===== src/verilog/fetch_pkg.sv =====
/*
 * fetch front end shared types
 * addresses, instruction words, thread state, stall, redirect and packet structs
 */
`default_nettype none

package fetch_pkg;

	////////////////////////////////////////////////////////////
	// plain vectors with a meaning
	////////////////////////////////////////////////////////////

	typedef logic [63:0] addr_t;      // instruction address, fetched 8-byte aligned
	typedef logic [31:0] inst_t;      // one instruction
	typedef logic [63:0] mem_word_t;  // imem word, low half is the first instruction

	// which hardware thread owns the fetch port this cycle
	typedef enum logic {
		THREAD1_IS_EX = 1'b0,
		THREAD2_IS_EX = 1'b1
	} thread_state_t;

	////////////////////////////////////////////////////////////
	// grouped signals
	////////////////////////////////////////////////////////////

	typedef struct packed {
		logic       rs;          // reservation stations full
		logic       rat;         // free list empty, rename cannot allocate
		logic       mem_hazard;  // data side holds the memory port
		logic [1:0] rob;         // per thread rob full, bit 0 is thread 1
	} stall_t;

	typedef struct packed {
		logic          taken;   // taken branch resolved this cycle
		thread_state_t thread;  // thread whose pc gets the target
		addr_t         target;  // branch target, low bits ignored
	} redirect_t;

	typedef struct packed {
		logic          valid;  // both instructions usable
		thread_state_t thread; // thread that fetched them
		addr_t         pc;     // aligned address of inst1
		inst_t         inst1;  // instruction at pc
		inst_t         inst2;  // instruction at pc + 4
	} fetch_packet_t;

endpackage

`default_nettype wire

===== src/verilog/fetch_stage.sv =====
/*
 * two-thread fetch front end
 * one pc per thread, a selector, the imem address mux and the fetch packet register
 */
`default_nettype none

module fetch_stage #(
	parameter fetch_pkg::addr_t RESET_PC1 = 64'h0000,  // thread 1 start address
	parameter fetch_pkg::addr_t RESET_PC2 = 64'h1000   // thread 2 start address
) (
	input  logic                     clock,
	input  logic                     reset,
	input  fetch_pkg::mem_word_t     imem_data,     // word at fetch_addr, same cycle
	input  logic                     imem_valid,    // low while the word is not back
	input  logic                     fetch_enable,
	input  logic                     two_threads,
	input  fetch_pkg::stall_t        stall,
	input  fetch_pkg::redirect_t     redirect,
	output fetch_pkg::addr_t         fetch_addr,    // to instruction memory
	output fetch_pkg::fetch_packet_t packet         // registered, one cycle after address
);
	import fetch_pkg::*;

	thread_state_t state;
	logic          fetch_ok;              // shared part of the fetch condition
	logic          active1, active2;
	logic          redirect1, redirect2;  // redirect strobe per thread
	addr_t         pc1, pc2;
	logic          fetched1, fetched2;
	logic          fetched;               // active thread's fetch succeeded

	////////////////////////////////////////////////////////////
	// control decode
	////////////////////////////////////////////////////////////

	assign fetch_ok  = imem_valid && fetch_enable && !(stall.rs || stall.rat || stall.mem_hazard);
	assign active1   = (state == THREAD1_IS_EX);
	assign active2   = (state == THREAD2_IS_EX);
	assign redirect1 = redirect.taken && (redirect.thread == THREAD1_IS_EX);
	assign redirect2 = redirect.taken && (redirect.thread == THREAD2_IS_EX);

	thread_select thread_select_i (
		.clock       (clock),
		.reset       (reset),
		.two_threads (two_threads),
		.state       (state)
	);

	fetch_pc #(.RESET_PC(RESET_PC1)) fetch_pc1_i (
		.clock          (clock),
		.reset          (reset),
		.active         (active1),
		.fetch_ok       (fetch_ok),
		.rob_stall      (stall.rob[0]),
		.redirect_taken (redirect1),
		.target         (redirect.target),
		.pc             (pc1),
		.fetched        (fetched1)
	);

	fetch_pc #(.RESET_PC(RESET_PC2)) fetch_pc2_i (
		.clock          (clock),
		.reset          (reset),
		.active         (active2),
		.fetch_ok       (fetch_ok),
		.rob_stall      (stall.rob[1]),
		.redirect_taken (redirect2),
		.target         (redirect.target),
		.pc             (pc2),
		.fetched        (fetched2)
	);

	////////////////////////////////////////////////////////////
	// address mux and packet register
	////////////////////////////////////////////////////////////

	assign fetch_addr = active1 ? pc1 : pc2;
	assign fetched    = active1 ? fetched1 : fetched2;  // only the active one can be high

	always_ff @(posedge clock)
	begin
		packet.thread <= state;
		packet.pc     <= fetch_addr;
		packet.inst1  <= imem_data[31:0];   // lower half first in program order
		packet.inst2  <= imem_data[63:32];
		if (reset)
		begin
			packet.valid <= 1'b0;
		end
		else
		begin
			packet.valid <= fetched;
		end
	end

	// whichever pc the selector picks, memory only sees word addresses
	fetch_addr_aligned_a: assert property (
		@(posedge clock) disable iff (reset)
		fetch_addr[2:0] == 3'b000
	);

endmodule

`default_nettype wire


===== src/verilog/thread_select.sv =====
/*
 * fetch thread selector
 * alternates threads in two-thread mode, parks on thread 1 otherwise
 */
`default_nettype none

module thread_select (
	input  logic                     clock,
	input  logic                     reset,
	input  logic                     two_threads,  // both threads running
	output fetch_pkg::thread_state_t state         // thread fetching this cycle
);
	import fetch_pkg::*;

	thread_state_t next_state;

	////////////////////////////////////////////////////////////
	// state transition
	////////////////////////////////////////////////////////////

	always_comb
	begin
		if (!two_threads)
		begin
			next_state = THREAD1_IS_EX;  // single thread, park
		end
		else
		begin
			// round robin, one cycle each
			case (state)
				THREAD1_IS_EX: next_state = THREAD2_IS_EX;
				THREAD2_IS_EX: next_state = THREAD1_IS_EX;
				default:       next_state = THREAD1_IS_EX;
			endcase
		end
	end

	always_ff @(posedge clock)
	begin
		if (reset)
		begin
			state <= THREAD1_IS_EX;
		end
		else
		begin
			state <= next_state;
		end
	end

	// thread 2 gets no slot once single-thread mode is seen
	single_thread_park_a: assert property (
		@(posedge clock) disable iff (reset)
		!two_threads |=> state == THREAD1_IS_EX
	);

endmodule

`default_nettype wire


===== src/verilog/fetch_pc.sv =====
/*
 * per thread fetch program counter
 * picks redirect, advance by 8 or hold, in that priority
 */
`default_nettype none

module fetch_pc #(
	parameter fetch_pkg::addr_t RESET_PC = 64'h0  // must be 8-byte aligned
) (
	input  logic             clock,
	input  logic             reset,
	input  logic             active,          // this thread owns the fetch port
	input  logic             fetch_ok,        // memory word present, no shared stall
	input  logic             rob_stall,       // this thread's rob is full
	input  logic             redirect_taken,  // taken branch for this thread
	input  fetch_pkg::addr_t target,          // branch target
	output fetch_pkg::addr_t pc,              // current fetch address
	output logic             fetched          // this cycle's fetch goes down the pipe
);
	import fetch_pkg::*;

	addr_t target_aligned;  // target with the byte offset dropped
	addr_t next_pc;

	////////////////////////////////////////////////////////////
	// fetch success
	////////////////////////////////////////////////////////////

	// a redirect in the same cycle squashes the word just read,
	// it belongs to the wrong path
	assign fetched = active && fetch_ok && !rob_stall && !redirect_taken;

	// two instructions per word, so the word address drops three bits
	assign target_aligned = {target[63:3], 3'b000};

	////////////////////////////////////////////////////////////
	// next pc
	////////////////////////////////////////////////////////////

	always_comb
	begin
		if (redirect_taken)
		begin
			next_pc = target_aligned;  // overrides every stall, else the branch is lost
		end
		else if (fetched)
		begin
			next_pc = pc + 64'd8;  // sequential, next pair of instructions
		end
		else
		begin
			// stalled, idle or memory not ready
			// keep the address so the same word is tried again
			next_pc = pc;
		end
	end

	always_ff @(posedge clock)
	begin
		if (reset)
		begin
			pc <= RESET_PC;
		end
		else
		begin
			pc <= next_pc;
		end
	end

	////////////////////////////////////////////////////////////
	// checks
	////////////////////////////////////////////////////////////

	// the pc only ever takes aligned values, so the port never sees an offset
	pc_aligned_a: assert property (
		@(posedge clock) disable iff (reset)
		pc[2:0] == 3'b000
	);

	// redirect lands one cycle later no matter what the stalls or the selector do
	redirect_wins_a: assert property (
		@(posedge clock) disable iff (reset)
		redirect_taken |=> pc == $past(target_aligned)
	);

endmodule

`default_nettype wire


===== config.mk =====
export PLATFORM = sky130hd
export DESIGN_NAME = fetch_stage
export DESIGN_NICKNAME = d
export VERILOG_FILES = /design/src/verilog/fetch_pkg.sv /design/src/verilog/fetch_stage.sv /design/src/verilog/thread_select.sv /design/src/verilog/fetch_pc.sv
export SDC_FILE = /design/constraint.sdc
export NUM_CORES = 1
export LEC_CHECK = 0
export ABC_AREA = 1
export BUFFER_PORTS_ARGS = -buffer_cell sky130_fd_sc_hd__buf_2
export CORE_MARGIN = 2
export CORE_UTILIZATION = 58
export CTS_CLUSTER_SIZE = 40
export DETAILED_ROUTE_END_ITERATION = 10
export GPL_ROUTABILITY_DRIVEN = 0
export MAX_ROUTING_LAYER = met4
export PLACE_DENSITY = 0.87
export SYNTH_ARGS = -nofsm -noshare
export SYNTH_HDL_FRONTEND = slang
export SYNTH_SLANG_ARGS = --single-unit

===== constraint.sdc =====
create_clock -name clock -period 4.5 [get_ports clock]
set_clock_uncertainty 0.15 [all_clocks]
set_input_delay 1.35 -clock clock [delete_from_list [all_inputs] [get_ports clock]]
set_output_delay 1.35 -clock clock [all_outputs]
set_load 0.1 [all_outputs]

== Word-level counts from Yosys, hierarchy flattened ==
Index checks and enable logic that the tools add are counted.
Word-level totals
  bits in registers: 259
  bits of input ports: 140
  logic and storage cells: 44
Cells by class
  add/subtract/negate cells: 2
  multiplexer cells: 7
  bitwise operators: 3
  reduce and logical (&&, ||, !) cells: 22
Operator list (count)
  two-way mux 64 bit: 5
  adder 64 x 4 -> 64 bit, second input constant: 2
  logical AND 1 bit: 10
  OR reduction 2 bit: 3
  zero test 1 bit: 5
  nonzero test 2 bit: 2
  inverter 1 bit: 3
  logical OR 1 bit: 2
  case mux 1 bit (2 select lines): 1
  two-way mux 1 bit: 1

== Depth between registers and ports, before layout ==
Gate-level depths: netlist (run 1).
  word-level depth: 9
  depth in mapped cells: 12

== By module ==
Synthesis (run 1) repeated with hierarchy kept, for this count alone.
Unflattened totals
  cells, all modules: 1982
  area, all modules: 12674.7 um^2
By module, submodules not included
  fetch_pc (fetch_pc1_i): instances 1, cells each 817, area an instance 4588.2 um^2, sequential area each 1221.2 um^2
  fetch_pc (fetch_pc2_i): instances 1, cells each 810, area an instance 4585.6 um^2, sequential area each 1221.2 um^2
  fetch_stage: instances 1, cells each 351, area an instance 3467.1 um^2, sequential area each 2602.5 um^2
  thread_select: instances 1, cells each 4, area an instance 33.8 um^2, sequential area each 20.0 um^2

== Worst setup path before layout (run 1) ==
Ideal clock, no wire load.
  path kind: register to output
  from: register thread_select_i.state
  to: output port fetch_addr[10]
  data arrival time: 2.785 ns
  required time: 3.000 ns
  setup slack: 0.215 ns
  cell stages (with the launch flop): 4
  path buffers: 2
  cells stage by stage: dfxtp_1 buf_2 clkbuf_1 o21ai_0
Between the ends
  longest elaborated chain between the ends: 1
Ends and longest elaborated chain
  from (decl): line thread_select.sv:11  | output fetch_pkg::thread_state_t state
  from (signal assigned): line thread_select.sv:46  | state <= next_state;
  two-way mux 64 bit: line fetch_stage.sv:77  | assign fetch_addr = active1 ? pc1 : pc2;
  to (decl): line fetch_stage.sv:19  | output fetch_pkg::addr_t fetch_addr,
Every way passes these cells.

== Final worst setup path (run 1) ==
  from: register thread_select_i.state
  to: output port fetch_addr[43]
The elaborated chain is that of the path after synthesis.

==> results of run 1 <==
==> cell families after synthesis <==
family / after synthesis / synth area share [%]
flip-flops: 250 / 39.5
XOR/XNOR: 59 / 4.08
other: 1 / 0.0296
adder cells (fa/ha/maj): 2 / 0.197
AND/OR/NAND/NOR: 1185 / 37.8
buffers and inverters: 280 / 8.70
AO/OA/AOI/OAI: 237 / 9.69
==> per-layer routing <==
metal | vias to the layer above | wire length, um
met2 | 1173 | 20900
met5 | - | 0
met1 | 6534 | 16500
met3 | 283 | 7730
met4 | 0 | 4010
li1 | 6921 | -
==> worst max-delay path by stage <==
stage,start,endpoint,slack (ps),cells past startpoint
6_report,thread_select_i.state,fetch_addr[43],450,4
5_1_grt,thread_select_i.state,fetch_addr[43],370,4
4_1_cts,thread_select_i.state,fetch_addr[51],510,4
3_5_place_dp,stall[3],fetch_pc2_i.pc[61],970,7
3_3_place_gp,stall[3],fetch_pc2_i.pc[61],1070,7
2_1_floorplan,thread_select_i.state,fetch_addr[10],220,3
==> metrics by stage <==
step                      utilization [%]  setup WS (ps)  hold WS (ps)  power [W]  instance area (um^2)
final                                71.5            446           402    0.00600                 15400
after global routing                 71.4            366           421    0.00614                 15400
after CTS                            71.4            513           394    0.00598                 15400
after detailed placement             67.1            970           374    0.00366                 14500
after global placement               67.1           1070           366    0.00365                 14500
after floorplan                         -            215           176    0.00337                 12700
==> synthesized netlist by cell type, types with 7 or more instances <==
cell type and n:
buf_4 7, nand3_1 112, buf_2 20, a21oi_1 92
nor2_2 12, dfxtp_1 250, nor2_1 245, nand2_1 761
xor2_1 35, nand4_1 40, buf_1 8, clkbuf_1 37
inv_1 203, xnor2_1 24, o21ai_0 110, a31oi_1 29
==> sequential cells by signal, summed over array words and instances (netlist names) <==
name	flops
packet	127
fetch_pc1_i.pc	61
thread_select_i.state	1
fetch_pc2_i.pc	61
==> cell type report <==
class                   count  area (um^2)
clock buffers              35          766
fillers                  1788         6170
diodes                      1         2.50
repair buffers            340         1780
inverters                 208          781
well taps                 280          350
clock inverters            11          169
flip-flops and latches    250         5010
multi-input cells        1489         6590
==> power groups by stage <==
stage / clock, W / combinational, W / sequential, W
final: 0.00235 / 0.00121 / 0.00244
after floorplan: 0 / 0.000483 / 0.00289
after CTS: 0.00236 / 0.00119 / 0.00243
after global placement: 0 / 0.00117 / 0.00248
after detailed placement: 0 / 0.00118 / 0.00248
after global routing: 0.00244 / 0.00125 / 0.00245
==> worst max-delay path, delay by kind of cell (launching register included) <==
family / cells / cell delay (ps)
and+or+nand+nor: 1 / 90
DFF: 1 / 800
buffers and inverters: 2 / 890
AOI/OAI and AO/OA: 1 / 190
==> results.toml, run 1 <==
[timing]
fin_crit_sh_pct = 90.1
fmax_mhz = 247
finalMaxSlewViolations = 0
setup_tns_ps = 0
tightest_slew_ps = 770
max_slew_margin_pct = 48.1
rsz0062_at_grt = "no"
fin_crit_ps = 4050
setup_viol_count_final = 0
hold_viol_final = 0

[hold_path]
holdPathEnd = "packet[73]"
min_from = "fetch_pc2_i.pc[9]"
hold_path_depth = 2
hold_class = "reg -> reg"

[synth]
yosysTopAreaCellShare_pct = 39.5
syn-cell-area_mm2 = 0.0127
synth-seq-cells = 250
synth-seq-area-share_pct = 39.5
synth_flop_cell = "dfxtp_1"
yosys.area.top_type = "dfxtp_1"
synth-edff-count = 0
synthCells = 2014
synth_area_leaders = "dfxtp_1, nand2_1, nor2_1, inv_1, nand3_1"
synth_warnings = 0
ys_async_sr_fraction_pct = 0
synth_area_per_cell_um2 = 6.29
yosysUniqueCellTypes = 29

[grt]
busiest_layer = "met2"
antenna_found_initial = 1
use_met3_pct = 12.0
grt_usage_pct = 42.2
grt_util_met2_pct = 63.1
grt_max_degree = 108
first_global_vias = 13200
grt_pass1_wl_um = 71900
use_met1_pct = 50.3
overflow = 0

[setup_path]
crit_arrival_ps = 2550
max_stage_delay_ps = 800
ff2ff_path_depth = 7
startpoint_type = "flip-flop"
worst_r2r_startpoint = "thread_select_i.state"
worstSetupEndpointType = "primary output"
r2r_end = "fetch_pc2_i.pc[49]"
crit_path_max_fanout = 68
cp_cell_sequence = "buf_4, nand2_1, o21ai_0, buf_2"
rrSetupSlack_ps = 1600
critPathKind = "reg -> out"
critPathRequiredTime_ps = 3000
critical_path.slowest_cell = "dfxtp_4"

[floorplan]
die_y_um = 152
rows = 54
pin_count = 334
dieArea_mm2 = 0.0230
start_util_pct = 58.6
core-area_mm2 = 0.0216
die_x_um = 152

[route]
drcViolationCount = 0
postRouteAntennaNets = 0
post_drt_wl_per_cell_um = 18.8
dr.pass1.iters = 8
drt_iter0_drc = 2288
num_vias = 14900
drt_wl_total_um = 49200
viasPerCell = 5.70

[layout]
layout-drive-gt1-share_pct = 17.6
final_nets = 2457
syn2layout_area_growth_pct = 21.9
fin_cells = 2614
layout_commonest_cell = "nand2_1"
most-common-layout-cells = "nand2_1, buf_2, dfxtp_1"

[clock_network]
cts_tree = "built"
cts_setup_buffers = 0
htreeDepth = 1
cts_resized = 0
clock_latency_ps = 540
cts.path.max_buffers = 3
cts_buffers = 26
cts_root_buffer = "clkbuf_16"
hold_buffers = 0
clock_sinks = 250
clkTransAtPathRegs_ps = 60

[power]
clockPowerShare_pct = 39.2
ir_drop_uv = 278
p_comb_share_pct = 20.1
p_seq_share_pct = 40.7
power_switching_w = 0.00205
p_leak_nw = 6.57
intPower_w = 0.00395
p_per_area_mw_per_mm2 = 388
p_sw_share_pct = 34.2

[placed_design]
post-place-cells = 2567
dp_hpwl_um = 36900
port-buffer-count = 324

[run_status]
status = "completed"

[run]
maxCapViolations = 0
(Power assumes the default switching activity.)
==> run 2, diff against run 1 <==
--- a/config.mk
+++ b/config.mk
@@ -8,12 +8,12 @@
 export ABC_AREA = 1
 export BUFFER_PORTS_ARGS = -buffer_cell sky130_fd_sc_hd__buf_2
 export CORE_MARGIN = 2
-export CORE_UTILIZATION = 58
+export CORE_UTILIZATION = 53
 export CTS_CLUSTER_SIZE = 40
 export DETAILED_ROUTE_END_ITERATION = 10
 export GPL_ROUTABILITY_DRIVEN = 0
 export MAX_ROUTING_LAYER = met4
-export PLACE_DENSITY = 0.87
+export PLACE_DENSITY = 0.78
 export SYNTH_ARGS = -nofsm -noshare
 export SYNTH_HDL_FRONTEND = slang
 export SYNTH_SLANG_ARGS = --single-unit
==> constraint.sdc (replaced) <==
create_clock -name clock -period 3.8 [get_ports clock]
set_clock_uncertainty 0.15 [all_clocks]
set_input_delay 1.14 -clock clock [delete_from_list [all_inputs] [get_ports clock]]
set_output_delay 1.14 -clock clock [all_outputs]
set_load 0.1 [all_outputs]
==> run 2 against run 1 <==
Effect of this change:
- global-route usage is 4.5 points lower
- via count is 1.2% lower
- flip-flop and latch count stayed put
- critical path depth is 1 lower
- final area is 0.58% higher
- worst setup slack worse by 370 ps
- sequential share of layout area is 0.19 points lower
- worst hold slack worse by 18 ps
- utilization is 5.3 points lower
- critical path type unchanged
- critical endpoint is now fetch_addr[25]
- highest routed layer unchanged
==> results.toml, run 2 (same netlist as run 1, synthesis figures left out) <==
[run_status]
status = "completed"

[layout]
regMostFlops = "packet"
syn2layout_area_growth_pct = 22.7
final_nets = 2463
layout_commonest_cell = "nand2_1"
largestRegisters = "packet x127, fetch_pc1_i.pc x61, fetch_pc2_i.pc x61"
most-common-layout-cells = "nand2_1, buf_2, dfxtp_1"
layout-drive-gt1-share_pct = 17.8
largest_reg_flops = 127

[grt]
antenna_found_initial = 3
grt_usage_pct = 37.7
first_global_vias = 12900
grt_util_met2_pct = 56.7
use_met1_pct = 45.5
grt_pass1_wl_um = 69900
busiest_layer = "met2"
grt_max_degree = 63
use_met3_pct = 6.91
overflow = 0

[placed_design]
dp_hpwl_um = 36700
place_ws_ps = 711
port-buffer-count = 324

[timing]
finalMaxSlewViolations = 0
fin_crit_sh_pct = 97.9
hold_ws_ps = 384
rsz0062_at_grt = "no"
fin_ws_ps = 78.0
fin_crit_ps = 3720
tightest_slew_ps = 748
setup_viol_count_final = 0
hold_viol_final = 0
setup_tns_ps = 0
max_slew_margin_pct = 49.6
fmax_mhz = 269

[power]
p_per_area_mw_per_mm2 = 451
ir_drop_uv = 401
p_leak_nw = 6.59

[clock_network]
clock_latency_ps = 570
cts_resized = 0
hold_buffers = 0
cts_setup_buffers = 0
cts_tree = "built"
cts_buffers = 27
clkTransAtPathRegs_ps = 60
htreeDepth = 1
clock_sinks = 250
cts_root_buffer = "clkbuf_16"
cts.path.max_buffers = 3

[setup_path]
r2r_end = "fetch_pc1_i.pc[37]"
worst_r2r_startpoint = "fetch_pc1_i.pc[4]"
max_stage_delay_ps = 700
startpoint_type = "flip-flop"
crit_arrival_ps = 2430
ff2ff_path_depth = 9
crit_path_max_fanout = 51
crit_path_start = "thread_select_i.state"
critPathRequiredTime_ps = 2510
crit_path_end = "fetch_addr[25]"
cp_cell_sequence = "inv_2, o21ai_1, buf_2"
rrSetupSlack_ps = 1200
worstSetupEndpointType = "primary output"
critical_path.slowest_cell = "dfxtp_4"
critPathKind = "reg -> out"

[route]
drt_wl_total_um = 47700
drt_iter0_drc = 1551
post_drt_wl_per_cell_um = 17.9
num_vias = 14700
dr.pass1.iters = 8
postRouteAntennaNets = 0
drcViolationCount = 0
viasPerCell = 5.53

[run]
maxCapViolations = 0

[floorplan]
die_x_um = 159
pin_count = 334
start_util_pct = 54.0
core-area_mm2 = 0.0235
rows = 56
dieArea_mm2 = 0.0252
die_y_um = 159

[hold_path]
hold_class = "reg -> reg"
run 2: per-layer routing:
metal | share of wire (%) | wire [um]
met1 | 37 | 17700
met2 | 43 | 20300
met3 | 12 | 5700
met4 | 8.3 | 3960
met5 | 0 | 0
run 2: power breakdown:
part / internal [W] / switching (W) / leakage [nW] / total, W
Sequential: 0.00276 / 0.000121 / 2.06 / 0.00288
Clock: 0.00159 / 0.00112 / 0.439 / 0.00270
Combinational: 0.000240 / 0.00118 / 4.09 / 0.00142
run 2: through the flow:
step / total power [W] / utilization, % / instances / area [um^2]
6_report: 0.00700 / 66.2 / 2665 / 15500
5_1_grt: 0.00721 / 66.2 / 2663 / 15500
4_1_cts: 0.00701 / 66.2 / 2660 / 15500
3_5_place_dp: 0.00433 / 62.2 / 2611 / 14600
3_3_place_gp: 0.00432 / 62.2 / 2611 / 14600
2_1_floorplan: 0.00400 / - / 2019 / 12700
run 2: cell type report:
type | instances | area [um^2]
clock inverters | 10 | 125
fillers | 2179 | 7930
inverters | 208 | 781
multi-input cells | 1489 | 6590
repair buffers | 345 | 1830
clock buffers | 39 | 791
well taps | 319 | 399
diodes | 5 | 12.5
flip-flops and latches | 250 | 5010
run 2: worst min path at each step:
| stage | from | end | slack, ps | depth (start not counted) |
|---|---|---|---|---|
| floorplan | thread_select_i.state | packet[128] | 180 | 0 |
| global placement | fetch_pc2_i.pc[33] | packet[97] | 360 | 2 |
| detailed placement | fetch_pc2_i.pc[4] | packet[68] | 370 | 2 |
| CTS | fetch_pc2_i.pc[33] | packet[97] | 380 | 2 |
| global route | fetch_pc2_i.pc[33] | packet[97] | 400 | 2 |
| finish | fetch_pc2_i.pc[4] | packet[68] | 380 | 2 |
run 2: critical path, delay by kind of cell, from the launching register on:
| family | cells | cell delay, ps |
|---|---|---|
| AOI/OAI and AO/OA | 1 | 370 |
| buffers and inverters | 2 | 790 |
| DFF | 1 | 700 |
